### src/rtl/dmmu_pkg.sv
package dmmu_pkg;

   localparam int DW = 32;
   localparam int AW = 32;
   localparam int APB_AW = 12;

   // Page offset and page number widths
   localparam int PAGE_SHIFT = 13;
   localparam int VPN_W = AW - PAGE_SHIFT;
   localparam int PPN_W = DW - PAGE_SHIFT;

   // Register map
   localparam logic [APB_AW-1:0] REG_PSR = 12'h000;
   localparam logic [APB_AW-1:0] REG_DMMID = 12'h004;
   localparam logic [APB_AW-1:0] TLB_LO_BASE = 12'h400;
   localparam logic [APB_AW-1:0] TLB_HI_BASE = 12'h800;

   // Command on both bus and cache side
   typedef struct packed {
      logic [AW-1:0] addr;
      logic [2:0]    size;
      logic          we;
      logic [DW-1:0] din;
   } dbus_cmd_t;

   typedef struct packed {
      logic [VPN_W-1:0] vpn;
      logic [11:0]      reserved;
      logic             v;
   } tlb_lo_t;

   // Attribute bits s, nc and p are kept but unused
   typedef struct packed {
      logic [PPN_W-1:0] ppn;
      logic [3:0]       reserved_hi;
      logic             s;
      logic             nc;
      logic             rr;
      logic             rw;
      logic             ur;
      logic             uw;
      logic [1:0]       reserved_lo;
      logic             p;
   } tlb_hi_t;

   typedef struct packed {
      logic rm;
      logic dmme;
   } psr_t;

   typedef enum logic [1:0] {
      EXC_NONE,
      EXC_TLB_MISS,
      EXC_PAGE_FAULT
   } mmu_exc_e;

   typedef enum logic {
      APB_IDLE,
      APB_WAIT
   } apb_state_e;

endpackage

### src/rtl/dmmu_apb_regs.sv
module dmmu_apb_regs import dmmu_pkg::*; #(
   parameter int TLB_NSETS_LOG2 = 7
) (
   input  logic                      clk,
   input  logic                      rst,
   input  logic                      psel,
   input  logic                      penable,
   input  logic                      pwrite,
   input  logic [APB_AW-1:0]         paddr,
   input  logic [DW-1:0]             pwdata,
   output logic [DW-1:0]             prdata,
   output logic                      pready,
   output logic                      pslverr,
   output psr_t                      psr,
   output logic [TLB_NSETS_LOG2-1:0] tlb_lo_idx,
   output logic                      tlb_lo_we,
   output tlb_lo_t                   tlb_lo_wdata,
   input  tlb_lo_t                   tlb_lo_rdata,
   output logic [TLB_NSETS_LOG2-1:0] tlb_hi_idx,
   output logic                      tlb_hi_we,
   output tlb_hi_t                   tlb_hi_wdata,
   input  tlb_hi_t                   tlb_hi_rdata
);

   localparam int IDX_W = APB_AW - 4;

   apb_state_e                state;
   logic                      init_busy;
   logic [TLB_NSETS_LOG2-1:0] init_cnt;
   logic [IDX_W-1:0]          word_idx;
   logic                      go;
   logic                      sel_psr;
   logic                      sel_id;
   logic                      sel_lo;
   logic                      sel_hi;
   logic                      idx_ok;
   logic                      tlb_rd;
   logic                      err;

   // Tracks the TLB clear sweep, no access completes meanwhile
   always_ff @(posedge clk) begin
      if (rst) begin
         init_busy <= 1'b1;
         init_cnt <= '0;
      end else if (init_busy) begin
         init_cnt <= init_cnt + 1'b1;
         if (init_cnt == '1) begin
            init_busy <= 1'b0;
         end
      end
   end

   assign go = psel & penable & ~init_busy;
   assign word_idx = paddr[IDX_W+1:2];

   // Address decode
   assign sel_psr = (paddr == REG_PSR);
   assign sel_id = (paddr == REG_DMMID);
   assign sel_lo = (paddr[APB_AW-1 -: 2] == TLB_LO_BASE[APB_AW-1 -: 2]) & (paddr[1:0] == 2'b00);
   assign sel_hi = (paddr[APB_AW-1 -: 2] == TLB_HI_BASE[APB_AW-1 -: 2]) & (paddr[1:0] == 2'b00);
   assign idx_ok = ((word_idx >> TLB_NSETS_LOG2) == '0);

   assign tlb_rd = ~pwrite & (sel_lo | sel_hi) & idx_ok;
   assign err = ~(sel_psr | sel_id | ((sel_lo | sel_hi) & idx_ok)) | (sel_id & pwrite);

   // TLB reads wait one cycle for the RAM
   always_ff @(posedge clk) begin
      if (rst) begin
         state <= APB_IDLE;
      end else begin
         case (state)
            APB_IDLE: if (go && tlb_rd) state <= APB_WAIT;
            APB_WAIT: state <= APB_IDLE;
            default:  state <= APB_IDLE;
         endcase
      end
   end

   assign pready = go & ((state == APB_WAIT) | ~tlb_rd);
   assign pslverr = pready & err;

   always_ff @(posedge clk) begin
      if (rst) begin
         psr <= '0;
      end else if (go && pwrite && sel_psr) begin
         psr <= psr_t'(pwdata[1:0]);
      end
   end

   assign tlb_lo_idx = word_idx[TLB_NSETS_LOG2-1:0];
   assign tlb_hi_idx = word_idx[TLB_NSETS_LOG2-1:0];
   assign tlb_lo_we = go & pwrite & sel_lo & idx_ok;
   assign tlb_hi_we = go & pwrite & sel_hi & idx_ok;
   assign tlb_lo_wdata = tlb_lo_t'(pwdata);
   assign tlb_hi_wdata = tlb_hi_t'(pwdata);

   always_comb begin
      prdata = '0;
      if (sel_psr) begin
         prdata = DW'(psr);
      end else if (sel_id) begin
         prdata = DW'(TLB_NSETS_LOG2);
      end else if (sel_lo) begin
         prdata = tlb_lo_rdata;
      end else if (sel_hi) begin
         prdata = tlb_hi_rdata;
      end
   end

endmodule

### config.mk
export PLATFORM = sky130hd
export DESIGN_NAME = dmmu_apb_regs
export DESIGN_NICKNAME = d
export VERILOG_FILES = /design/src/rtl/dmmu_pkg.sv /design/src/rtl/dmmu_apb_regs.sv
export SDC_FILE = /design/constraint.sdc
export NUM_CORES = 1
export LEC_CHECK = 0
export ABC_AREA = 1
export BUFFER_PORTS_ARGS = -buffer_cell sky130_fd_sc_hd__buf_2
export CORE_AREA = 5 5 86 88
export CTS_CLUSTER_DIAMETER = 120
export DETAILED_ROUTE_END_ITERATION = 16
export DIE_AREA = 0 0 91 93
export PLACE_DENSITY = 0.69
export RECOVER_POWER = 25
export SYNTH_ARGS = -nofsm -noshare
export SYNTH_HDL_FRONTEND = slang
export SYNTH_SLANG_ARGS = --single-unit
export TNS_END_PERCENT = 100
### constraint.sdc
create_clock -name clk -period 1.16 [get_ports clk]
set_input_delay 0.058 -clock clk [delete_from_list [all_inputs] [get_ports clk]]
set_output_delay 0.058 -clock clk [all_outputs]
set_load 0.05 [all_outputs]
# [Word level (Yosys, flattened, before mapping)]
# Cells that the tools add are included.
[op_classes] add_sub_neg=1 n_eq_ne=4 muxes=8 bitwise_logic=25 reduce_logical=6
[op_table] op="$mux 32" n=4
[op_table] op="$and 1x1->1" n=15
[op_table] op="$eq 12x3->1 const B" n=1
[op_table] op="$logic_not 12->1" n=1
[op_table] op="$logic_not 8->1" n=1
[op_table] op="$add 7x1->7 const B" n=1
[op_table] op="$eq 7x7->1 const B" n=1
[op_table] op="$not 1->1" n=5
[op_table] op="$or 1x1->1" n=5
[op_table] op="$logic_and 1x1->1" n=3
[op_table] op="$mux 1" n=3
[op_table] op="$eq 2x1->1 const B" n=1
[op_table] op="$eq 2x2->1 const B" n=1
[op_table] op="$logic_not 2->1" n=1
[op_table] op="$pmux 1 s2" n=1
[totals] register_bits=11 in_bits=113 output_inout_bits=116 elab_cells=49

# [Depth between registers and ports, before layout]
# Gate-level depths: netlist of the first run.
[logic_depth] depth_word=9 mapped_depth=7 depth_no_buf=7

# [Worst setup path before layout of the first run]
# OpenSTA, ideal clock, no wires.
[synth_timing] path_type="register to output" start="register init_busy" end="output tlb_hi_we" arrival_time_ns=1.718 required_ns=1.102 path_slack_ns=-0.616 stages_incl_launch_ff=6 path_buffers=0 cell_sequence="dfxtp_1 > inv_2 > nand3_2 > nor2_2 > inv_1 > nor3_1"
[synth_between] elab_chain_len=5
[synth_rtl] element="from (decl)" line="dmmu_apb_regs.sv:28" rtl="logic init_busy;"
[synth_rtl] element="from (signal assigned)" line="dmmu_apb_regs.sv:43" rtl="init_busy <= 1'b1;"
[synth_rtl] element="from (signal assigned)" line="dmmu_apb_regs.sv:48" rtl="init_busy <= 1'b0;"
[synth_rtl] element="$not 1->1" line="dmmu_apb_regs.sv:53" rtl="assign go = psel & penable & ~init_busy;"
[synth_rtl] element="$and 1x1->1" line="dmmu_apb_regs.sv:53"
[synth_rtl] element="$and 1x1->1 (3 in a row)" line="dmmu_apb_regs.sv:93" rtl="assign tlb_hi_we = go & pwrite & sel_hi & idx_ok;"
[synth_rtl] element="to (decl)" line="dmmu_apb_regs.sv:20" rtl="output logic tlb_hi_we,"
# Every way passes these cells.

# [Worst setup path after layout of the first run]
[layout_timing] start="register init_busy" end="output tlb_lo_we"
[layout_between] elab_chain_len=5
[layout_rtl] element="$not 1->1" line="dmmu_apb_regs.sv:53"
[layout_rtl] element="$and 1x1->1" line="dmmu_apb_regs.sv:53"
[layout_rtl] element="$and 1x1->1 (3 in a row)" line="dmmu_apb_regs.sv:92" rtl="assign tlb_lo_we = go & pwrite & sel_lo & idx_ok;"
[layout_rtl] element="to (decl)" line="dmmu_apb_regs.sv:16" rtl="output logic tlb_lo_we,"
# Every way passes these cells.

==> reports/results.tsv, run 1 <==
stage	metric	value	unit
run_status	outcome	finished, violations left	
run_status	failed_checks	negative setup slack	
critical_path	critical_path_class	flip-flop to primary output	
die	core	6570	um2
yosys	yosys.area_share.xor_xnor	0	%
min_path	min_path_type	input port to flip-flop	
timing	setup-violations-final	3	
route	ant_nets	0	
min_path	whs_endpoint	state$_SDFF_PP0_	
yosys	synth-seq-cells	11	
clock_network	clkTransAtPathRegs	50	ps
grt	grt_pass1_wl	9640	um
critical_path	regToRegStartpoint	init_cnt[2]$_SDFFE_PP0P_	
die	start_util	27.4	%
final_layout	num_antenna_cells	0	
route	vias_per_cell	4.62	
grt	antenna_found_initial	0	
route	dr.pass1.iters	4	
final_layout	drive_above_1_share	52.8	%
yosys	synth_top_area_cell	buf_4	
timing	post-route-period-util	110	%
die	rows	30	
route	vias	2024	
placed_design	gp_congestion	0.726	
timing	setup_tns	-264	ps
clock_network	cts_inserted_buffers	3	
yosys	synth_mux_area_share	0	%
yosys	synth_top_area_share	33.4	%
yosys	synth_nets	407	
yosys	synth_compound_area_share	2.58	%
clock_network	cts_tree	built	
die	io_pins	229	
timing	finalCriticalPeriod	1280	ps
die	die_x	91	um
run	max_cap_violations	0	
timing	skew	1.77	ps
timing	max_freq	0.784	GHz
yosys	synth_simple_gate_area_share	43.8	%
power_and_ir_drop	power.density	648	nW/um2
placed_design	dp.cells	430	
timing	rsz0062_at_grt	true	
timing	tightest_slew	253	ps
yosys	async_flop_share	0	%
route	wl_per_cell	15.0	um
die	dieHeight	93	um
grt	grt_pass1_vias	1925	
timing	holdWs	26.7	ps
final_layout	fin_nets	473	
critical_path	required	1100	ps
placed_design	dpl.hpwl	5650	um
route	dr.first_iter.drc_count	62	
final_layout	area_growth	28.8	%
timing	maxSlewHeadroom	83.1	%
min_path	hold_depth	2	
critical_path	rr_endpoint	init_cnt[6]$_SDFFE_PP0P_	
critical_path	cp.arrival	1220	ps
yosys	synth_top_family_by_area	simple AND/OR/NAND/NOR gates	
timing	worst_slack	-116	ps
yosys	synth_cells	293	
yosys	synth_area_leaders	buf_4, nand3_1, dfxtp_1	
yosys	ys_seq_area_share	12.3	%
yosys	ys_warn_count	0	
clock_network	clk_latency	240	ps
yosys	syn_area	1800	um2
power_and_ir_drop	p_leak	1.31	nW
timing	slew_viol_final	0	
min_path	min-delay-start	rst	
power_and_ir_drop	vdd_drop_max	0.506	mV
die	dieArea	8460	um2
critical_path	critPathMaxFanout	3	
route	drc	0	
clock_network	htree_levels	1	
yosys	synthAdderAreaFrac	0.696	%
grt	grt_usage	13.9	%
route	routed_wl	6570	um
critical_path	worstSetupStartpointType	flip-flop	
clock_network	cts_max_path_buffers	2	
critical_path	ff2ff_setup_slack	70	ps
grt	gr-total-overflow	0	
grt	grt_max_degree	37	
yosys	avgSynthCellArea	6.13	um2
timing	final_hold_viol_count	0	
critical_path	critPathCaptureType	primary output	
yosys	ys_types	22	
placed_design	portBuffers	138	
final_layout	final_cells	438	
yosys	ys.flop_type	dfxtp_1	
critical_path	reg2reg_depth	5	
clock_network	cts_root_buffer	clkbuf_8	
yosys	synth_edf_count	0	
clock_network	cts.sinks	11	
==> worst max-delay path: stages, from the launching register on <==
cell and delay, ps:
dfxtp_2 320, inv_2 70, nand3_4 90, nor2_4 100
inv_2 60, nor3_4 160, buf_6 180
==> where the power goes <==
group	leakage [nW]	switching [W]	total, W	internal [W]
Combinational	1.19	0.000470	0.000718	0.000248
Sequential	0.0903	0.0000109	0.000400	0.000389
Clock	0.0228	0.000142	0.000383	0.000241
==> worst max-delay path by stage <==
| stage | start | end | slack, ps | cells after the start |
|---|---|---|---|---|
| 2_1_floorplan | init_busy$_SDFF_PP1_ | tlb_hi_we | -170 | 5 |
| 3_3_place_gp | paddr[10] | prdata[11] | 10 | 7 |
| 3_5_place_dp | paddr[0] | pslverr | -7 | 7 |
| 4_1_cts | init_busy$_SDFF_PP1_ | tlb_lo_we | -120 | 6 |
| 5_1_grt | init_busy$_SDFF_PP1_ | tlb_lo_we | -180 | 6 |
| 6_report | init_busy$_SDFF_PP1_ | tlb_lo_we | -120 | 6 |
==> through the flow <==
step / instance area (um2) / utilization [%] / setup WS, ps / total power [W]
final: 2310 / 35.2 / -116 / 0.00150
after global routing: 2310 / 35.2 / -176 / 0.00159
after CTS: 2210 / 33.6 / -117 / 0.00149
after detailed placement: 2130 / 32.5 / -7.28 / 0.00110
after global placement: 2130 / 32.5 / 14.6 / 0.00109
after floorplan: 1830 / - / -173 / 0.00141
==> what timing repair did <==
action                     CTS  global route
setup endpoints to repair    5            26
gates cloned                 0             0
resized for setup           10            29
hold buffers                 0             0
buffers inserted             0             4
pin swaps                    2             5
==> cells in the final DEF, fill, tap and decap left out <==
cell / instances
nand3_4: 2
buf_2: 117
nor3_1: 2
inv_1: 14
nor3b_4: 1
o21ai_0: 3
dfxtp_1: 6
nand2_2: 3
clkbuf_8: 3
a31oi_1: 1
ha_4: 1
buf_4: 10
nand2_1: 49
o21ai_1: 2
nor2_1: 17
nor2_4: 6
nand4_1: 4
dfxtp_2: 5
clkbuf_1: 1
clkbuf_4: 13
nor3_4: 1
buf_12: 6
nor3_2: 2
nand3_2: 2
a21oi_2: 1
or2_4: 1
inv_2: 6
a21oi_1: 2
nor2_2: 3
buf_6: 6
nand3_1: 68
==> cells by family after synthesis <==
logic type	count (synthesis)
flip-flops	11
buffers and inverters	111
AO/OA/AOI/OAI	9
adder cells (fa/ha/maj)	1
AND/OR/NAND/NOR	161
==> metal layers <==
layer  vias to the layer above  track usage (%)  wire length (um)
met5                         -                0                 0
li1                        997                -                 -
met3                         9             4.75               706
met1                       885             14.1              2240
met2                       133             26.7              3550
met4                         0             3.55                71
==> final cells by class <==
| class | count | area (um2) |
|---|---|---|
| Timing Repair Buffer | 152 | 946 |
| Multi-Input combinational cell | 171 | 922 |
| Sequential cell | 11 | 226 |
| Inverter | 20 | 75.1 |
| Tap cell | 80 | 100 |
| Fill cell | 721 | 4250 |
| Clock buffer | 4 | 45.0 |
==> flip-flops by register name, summed over array words and instances (netlist names) <==
name / cells
init_busy: 1
state: 1
init_cnt: 7
psr: 2
==> synth_stat cells, drive strengths merged, types with 3 or more instances <==
master,instances
nand3,72
o21ai,5
nor3,5
inv,20
nand2,52
buf,91
dfxtp,11
nand4,4
a21oi,3
nor2,26
(Power assumes the default switching activity.)
==> run 2, diff against run 1 <==
--- a/config.mk
+++ b/config.mk
@@ -7,12 +7,13 @@
 export LEC_CHECK = 0
 export ABC_AREA = 1
 export BUFFER_PORTS_ARGS = -buffer_cell sky130_fd_sc_hd__buf_2
-export CORE_AREA = 5 5 86 88
+export CORE_AREA = 4 4 88 90
 export CTS_CLUSTER_DIAMETER = 120
 export DETAILED_ROUTE_END_ITERATION = 16
-export DIE_AREA = 0 0 91 93
-export PLACE_DENSITY = 0.69
+export DIE_AREA = 0 0 92 94
+export PLACE_DENSITY = 0.65
 export RECOVER_POWER = 25
+export REMOVE_ABC_BUFFERS = 1
 export SYNTH_ARGS = -nofsm -noshare
 export SYNTH_HDL_FRONTEND = slang
 export SYNTH_SLANG_ARGS = --single-unit
==> constraint.sdc (replaced) <==
create_clock -name clk -period 1.16 [get_ports clk]
set_input_delay 0.058 -clock clk [delete_from_list [all_inputs] [get_ports clk]]
set_output_delay 0.058 -clock clk [all_outputs]
set_load 0.02 [all_outputs]
==> run 2 against run 1 <==
The flow still finishes with violations (negative setup slack). Largest power group unchanged. Final cell count grew 4.6%. Register-to-register slack about the same. Non-clock buffer count increased by 1. Count of clock-buffer cells in the layout stayed put. Via count is 5.1% higher. Critical path type unchanged. Highest routed layer is now met5.
==> reports/results.tsv, run 2 (synthesis gave the netlist of run 1 again) <==
stage	metric	value	unit
grt	grt_pass1_vias	1886	
placed_design	portBuffers	138	
final_layout	final_cell_mix	buf_2, nand3_1, nand2_1, nor2_1, inv_1	
die	die_x	92	um
clock_network	cts_inserted_buffers	3	
die	io_pins	229	
critical_path	worstSetupStartpointType	flip-flop	
route	dr.first_iter.drc_count	89	
die	start_util	25.5	%
run	max_cap_violations	0	
final_layout	largest_register_ffs	7	
route	routed_wl	9390	um
timing	tightest_slew	240	ps
die	rows	31	
final_layout	layout_commonest_cell	buf_2	
final_layout	regArea	225	um2
power_and_ir_drop	power.density	590	nW/um2
critical_path	cp.arrival	1190	ps
final_layout	area_growth	26.7	%
run_status	failed_checks	negative setup slack	
placed_design	dpl.hpwl	8010	um
clock_network	cts_max_path_buffers	2	
grt	grt_pass1_wl	12300	um
power_and_ir_drop	vdd_drop_max	0.609	mV
run_status	outcome	finished, violations left	
die	dieArea	8650	um2
route	ant_nets	0	
clock_network	cts_tree	built	
timing	final_hold_viol_count	0	
final_layout	reg_top3	init_cnt x7, psr x2	
timing	skew	4.77	ps
die	core	7060	um2
grt	gr-total-overflow	0	
final_layout	regMostFlops	init_cnt	
final_layout	multi_input_area	918	um2
timing	finalCriticalPeriod	1250	ps
final_layout	num_antenna_cells	0	
timing	setup-violations-final	2	
final_layout	fin_nets	474	
route	dr.pass1.iters	4	
power_and_ir_drop	p_leak	1.33	nW
critical_path	required	1100	ps
route	drc	0	
power_and_ir_drop	power.total	0.00134	W
timing	max_freq	0.802	GHz
clock_network	clkTransAtPathRegs	50	ps
timing	post-route-period-util	107	%
route	wl_per_cell	20.5	um
clock_network	htree_levels	1	
timing	maxSlewHeadroom	84.0	%
clock_network	cts_root_buffer	clkbuf_8	
critical_path	critPathMaxFanout	3	
clock_network	clk_latency	240	ps
grt	grt_max_degree	37	
grt	grt_usage	19.8	%
route	vias	2127	
final_layout	fin_util	32.3	%
critical_path	critPathCaptureType	primary output	
clock_network	cts.sinks	11	
timing	rsz0062_at_grt	true	
placed_design	gp_congestion	0.869	
grt	antenna_found_initial	0	
min_path	min_path_type	input port to flip-flop	
timing	worst_slack	-86.8	ps
critical_path	critical_path_class	flip-flop to primary output	
route	vias_per_cell	4.64	
die	dieHeight	94	um
final_layout	drive_above_1_share	51.5	%
timing	slew_viol_final	0	
final_layout	fillers	792	
clock_network	cts_hold_buffers	0	
[run 2: worst max-delay path, cell delays in order, from the launching register on]
cell,delay [ps]
dfxtp_2,320
inv_2,70
nand3_4,80
nor2_4,100
inv_2,70
nor3_4,160
buf_6,150
[run 2: repair_timing]
| action | 4_1_cts | 5_1_grt |
|---|---|---|
| buffers inserted | 1 | 4 |
| setup endpoints to repair | 3 | 18 |
| pin swaps | 1 | 3 |
| cloned | 0 | 1 |
| gates resized for setup | 11 | 13 |
[run 2: path summary, 6_finish.rpt]
check | slack, ps | from | endpoint | cells past startpoint
hold / removal | 30 | rst | state$_SDFF_PP0_ | 2
hold reg to reg | 480 | init_cnt[5]$_SDFFE_PP0P_ | init_cnt[5]$_SDFFE_PP0P_ | 2
setup reg to reg | 80 | init_busy$_SDFF_PP1_ | init_cnt[5]$_SDFFE_PP0P_ | 6
setup / recovery | -90 | init_busy$_SDFF_PP1_ | tlb_lo_we | 6
[run 2: final cells by class]
class                      count  share of cell area, %
timing repair buffer         153                   39.1
tap                           99                   5.44
multi-input combinational    171                   40.3
inverter                      20                   3.30
clock buffer                   4                   1.98
sequential                    11                   9.89
[run 2: stage by stage]
stage / hold WS [ps] / worst slack [ps] / cells / TNS, ps / cell area, um2
6_report: 32.8 / -86.8 / 458 / -135 / 2280
5_1_grt: 30.4 / -136 / 458 / -325 / 2280
4_1_cts: 23.1 / -118 / 453 / -211 / 2170
3_5_place_dp: 116 / 3.88 / 448 / 0 / 2080
3_3_place_gp: 116 / 22.8 / 448 / 0 / 2080
2_1_floorplan: 116 / -1760 / 202 / -53560 / 1140
[run 2: routing by layer]
layer | GRT usage, % | part of all wire [%]
met5 | 13.5 | 1.4
met3 | 17.1 | 18
met4 | 8.42 | 5.0
met2 | 31.7 | 47
met1 | 16.8 | 29
[run 2: power by group]
part           switching [W]  internal, W  leakage, nW
Sequential         0.0000102     0.000389       0.0897
Combinational       0.000314     0.000241         1.22
Clock               0.000147     0.000242       0.0228
==> run 3, diff against run 2 <==
==> constraint.sdc (replaced) <==
create_clock -name clk -period 1.16 [get_ports clk]
set_input_delay 0.116 -clock clk [delete_from_list [all_inputs] [get_ports clk]]
set_output_delay 0.116 -clock clk [all_outputs]
set_load 0.02 [all_outputs]
==> run 3 against run 2 <==
The run still ends with negative setup slack left. Register-to-register slack lost 130 ps. Clock power down 3%. Final cell count up 6.8%. Highest routed layer unchanged.
==> reports/results.tsv, run 3 (synthesis gave the netlist of run 1 again) <==
stage	metric	value	unit
min_path	min_path_type	input port to flip-flop	
clock_network	cts.sinks	11	
final_layout	drive_above_1_share	66.9	%
grt	grt_pass1_vias	2047	
power_and_ir_drop	vdd_drop_max	0.421	mV
timing	finalCriticalPeriod	1260	ps
critical_path	path_delay_family	flip-flops	
timing	max_freq	0.791	GHz
critical_path	critical_path_class	flip-flop to primary output	
placed_design	preCtsSetupSlack	-40.3	ps
grt	grt_max_degree	33	
die	dieArea	8650	um2
critical_path	worstSetupStartpointType	flip-flop	
placed_design	place_area	2130	um2
timing	setup-violations-final	7	
final_layout	regMostFlops	init_cnt	
critical_path	crit_chain	inv_2 -> nand3_4 -> nor2_4 -> inv_2 -> nor3_2 -> buf_4	
power_and_ir_drop	power.total	0.00158	W
critical_path	cpMostUsedCell	inv_2	
critical_path	cp.arrival	1150	ps
timing	tightest_slew	231	ps
run_status	outcome	finished, violations left	
critical_path	cpMaxStageDelayCell	dfxtp_2	
final_layout	largest_register_ffs	7	
final_layout	final_cell_mix	buf_2, nand3_1, buf_6, nand2_1, buf_4	
final_layout	layout_commonest_cell	buf_2	
clock_network	clkTransAtPathRegs	50	ps
clock_network	clk_latency	230	ps
critical_path	required	1040	ps
timing	maxSlewHeadroom	84.6	%
placed_design	gp_congestion	0.801	
route	drc	0	
route	vias_per_cell	4.92	
timing	holdWs	87.4	ps
grt	gr-total-overflow	0	
die	dieHeight	94	um
placed_design	dpl.hpwl	8180	um
critical_path	critPathMaxFanout	3	
grt	antenna_found_initial	0	
critical_path	critPathCaptureType	primary output	
final_layout	num_antenna_cells	0	
final_layout	fin_nets	505	
final_layout	fin_util	43.6	%
route	dr.first_iter.drc_count	109	
clock_network	htree_levels	1	
final_layout	area_growth	71.4	%
route	vias	2404	
timing	final_hold_viol_count	0	
power_and_ir_drop	p_leak	1.56	nW
critical_path	cp_slowest_stage_delay	320	ps
die	start_util	25.5	%
clock_network	cts_tree	built	
run_status	failed_checks	negative setup slack	
run	max_cap_violations	0	
timing	post-route-period-util	109	%
timing	rsz0062_at_grt	true	
route	routed_wl	11300	um
die	rows	31	
die	core	7060	um2
final_layout	reg_top3	init_cnt x7, psr x2	
critical_path	worst-path-buf-inv	3	
die	die_x	92	um
timing	slew_viol_final	0	
final_layout	design_area	3080	um2
grt	grt_pass1_wl	13000	um
power_and_ir_drop	power.density	512	nW/um2
route	wl_per_cell	23.0	um
die	io_pins	229	
clock_network	cts_max_path_buffers	2	
clock_network	cts_inserted_buffers	3	
clock_network	cts_root_buffer	clkbuf_8	
placed_design	portBuffers	138	
timing	skew	0.780	ps
timing	worst_slack	-105	ps
route	dr.pass1.iters	4	
final_layout	fillers	700	
grt	grt_usage	20.8	%
route	ant_nets	0	
[run 3: cell types whose count changed in the layout (fill, tap and decap cells not counted), moves of 3 or more]
cell / change
buf_6: +33
nand2_2: +16
clkbuf_16: +6
nand3_4: +3
buf_2: -36
nand2_1: -16
buf_8: +3
buf_4: +22
nand3_1: -25
nand3_2: +22
[run 3: timing repair]
item / CTS / global route
hold buffers: 0 / 0
resized for setup: 19 / 128
hold endpoints to repair: 0 / 0
cloned: 1 / 9
endpoints found under the setup margin: 24 / 38
buffers inserted: 7 / 16
pin swaps: 2 / 35
[run 3: metrics by stage]
stage,TNS (ps),cells
detailed placement,-382,454
floorplan,-57800,202
global route,-1300,489
global placement,-183,454
CTS,-420,466
finish,-358,489
[run 3: worst paths after layout]
path         cells after the start                      from                       end  slack [ps]
max                              6      init_busy$_SDFF_PP1_                 tlb_lo_we        -100
min reg2reg                      2  init_cnt[2]$_SDFFE_PP0P_  init_cnt[2]$_SDFFE_PP0P_         490
max reg2reg                     10      init_busy$_SDFF_PP1_       psr[1]$_SDFFE_PP0P_         -50
min                              2                       rst          state$_SDFF_PP0_          90
[run 3: layout make-up]
type	count	area (um2)	share of cell area, %
timing repair buffer	184	1510	49.0
multi-input combinational	171	1100	35.7
sequential	11	228	7.40
tap	99	124	4.02
inverter	20	75.1	2.44
clock buffer	4	45.0	1.46
[run 3: layer usage]
layer / wire length, um / GRT usage, % / vias to the layer above
li1: - / - / 1066
met2: 5480 / 33.5 / 231
met4: 721 / 11.9 / 2
met3: 1860 / 16.3 / 39
met1: 3120 / 17.3 / 1066
met5: 77 / 13.5 / -
[run 3: report_power, final]
part / internal, W / switching (W)
combinational: 0.000400 / 0.000399
sequential: 0.000388 / 0.00000969
clock: 0.000241 / 0.000138
[run 3: worst reg2reg max path, delay by kind of cell, from the launching register on]
family,cells,cell delay [ps]
buffers and inverters,4,340
DFF,1,320
and+or+nand+nor,6,470
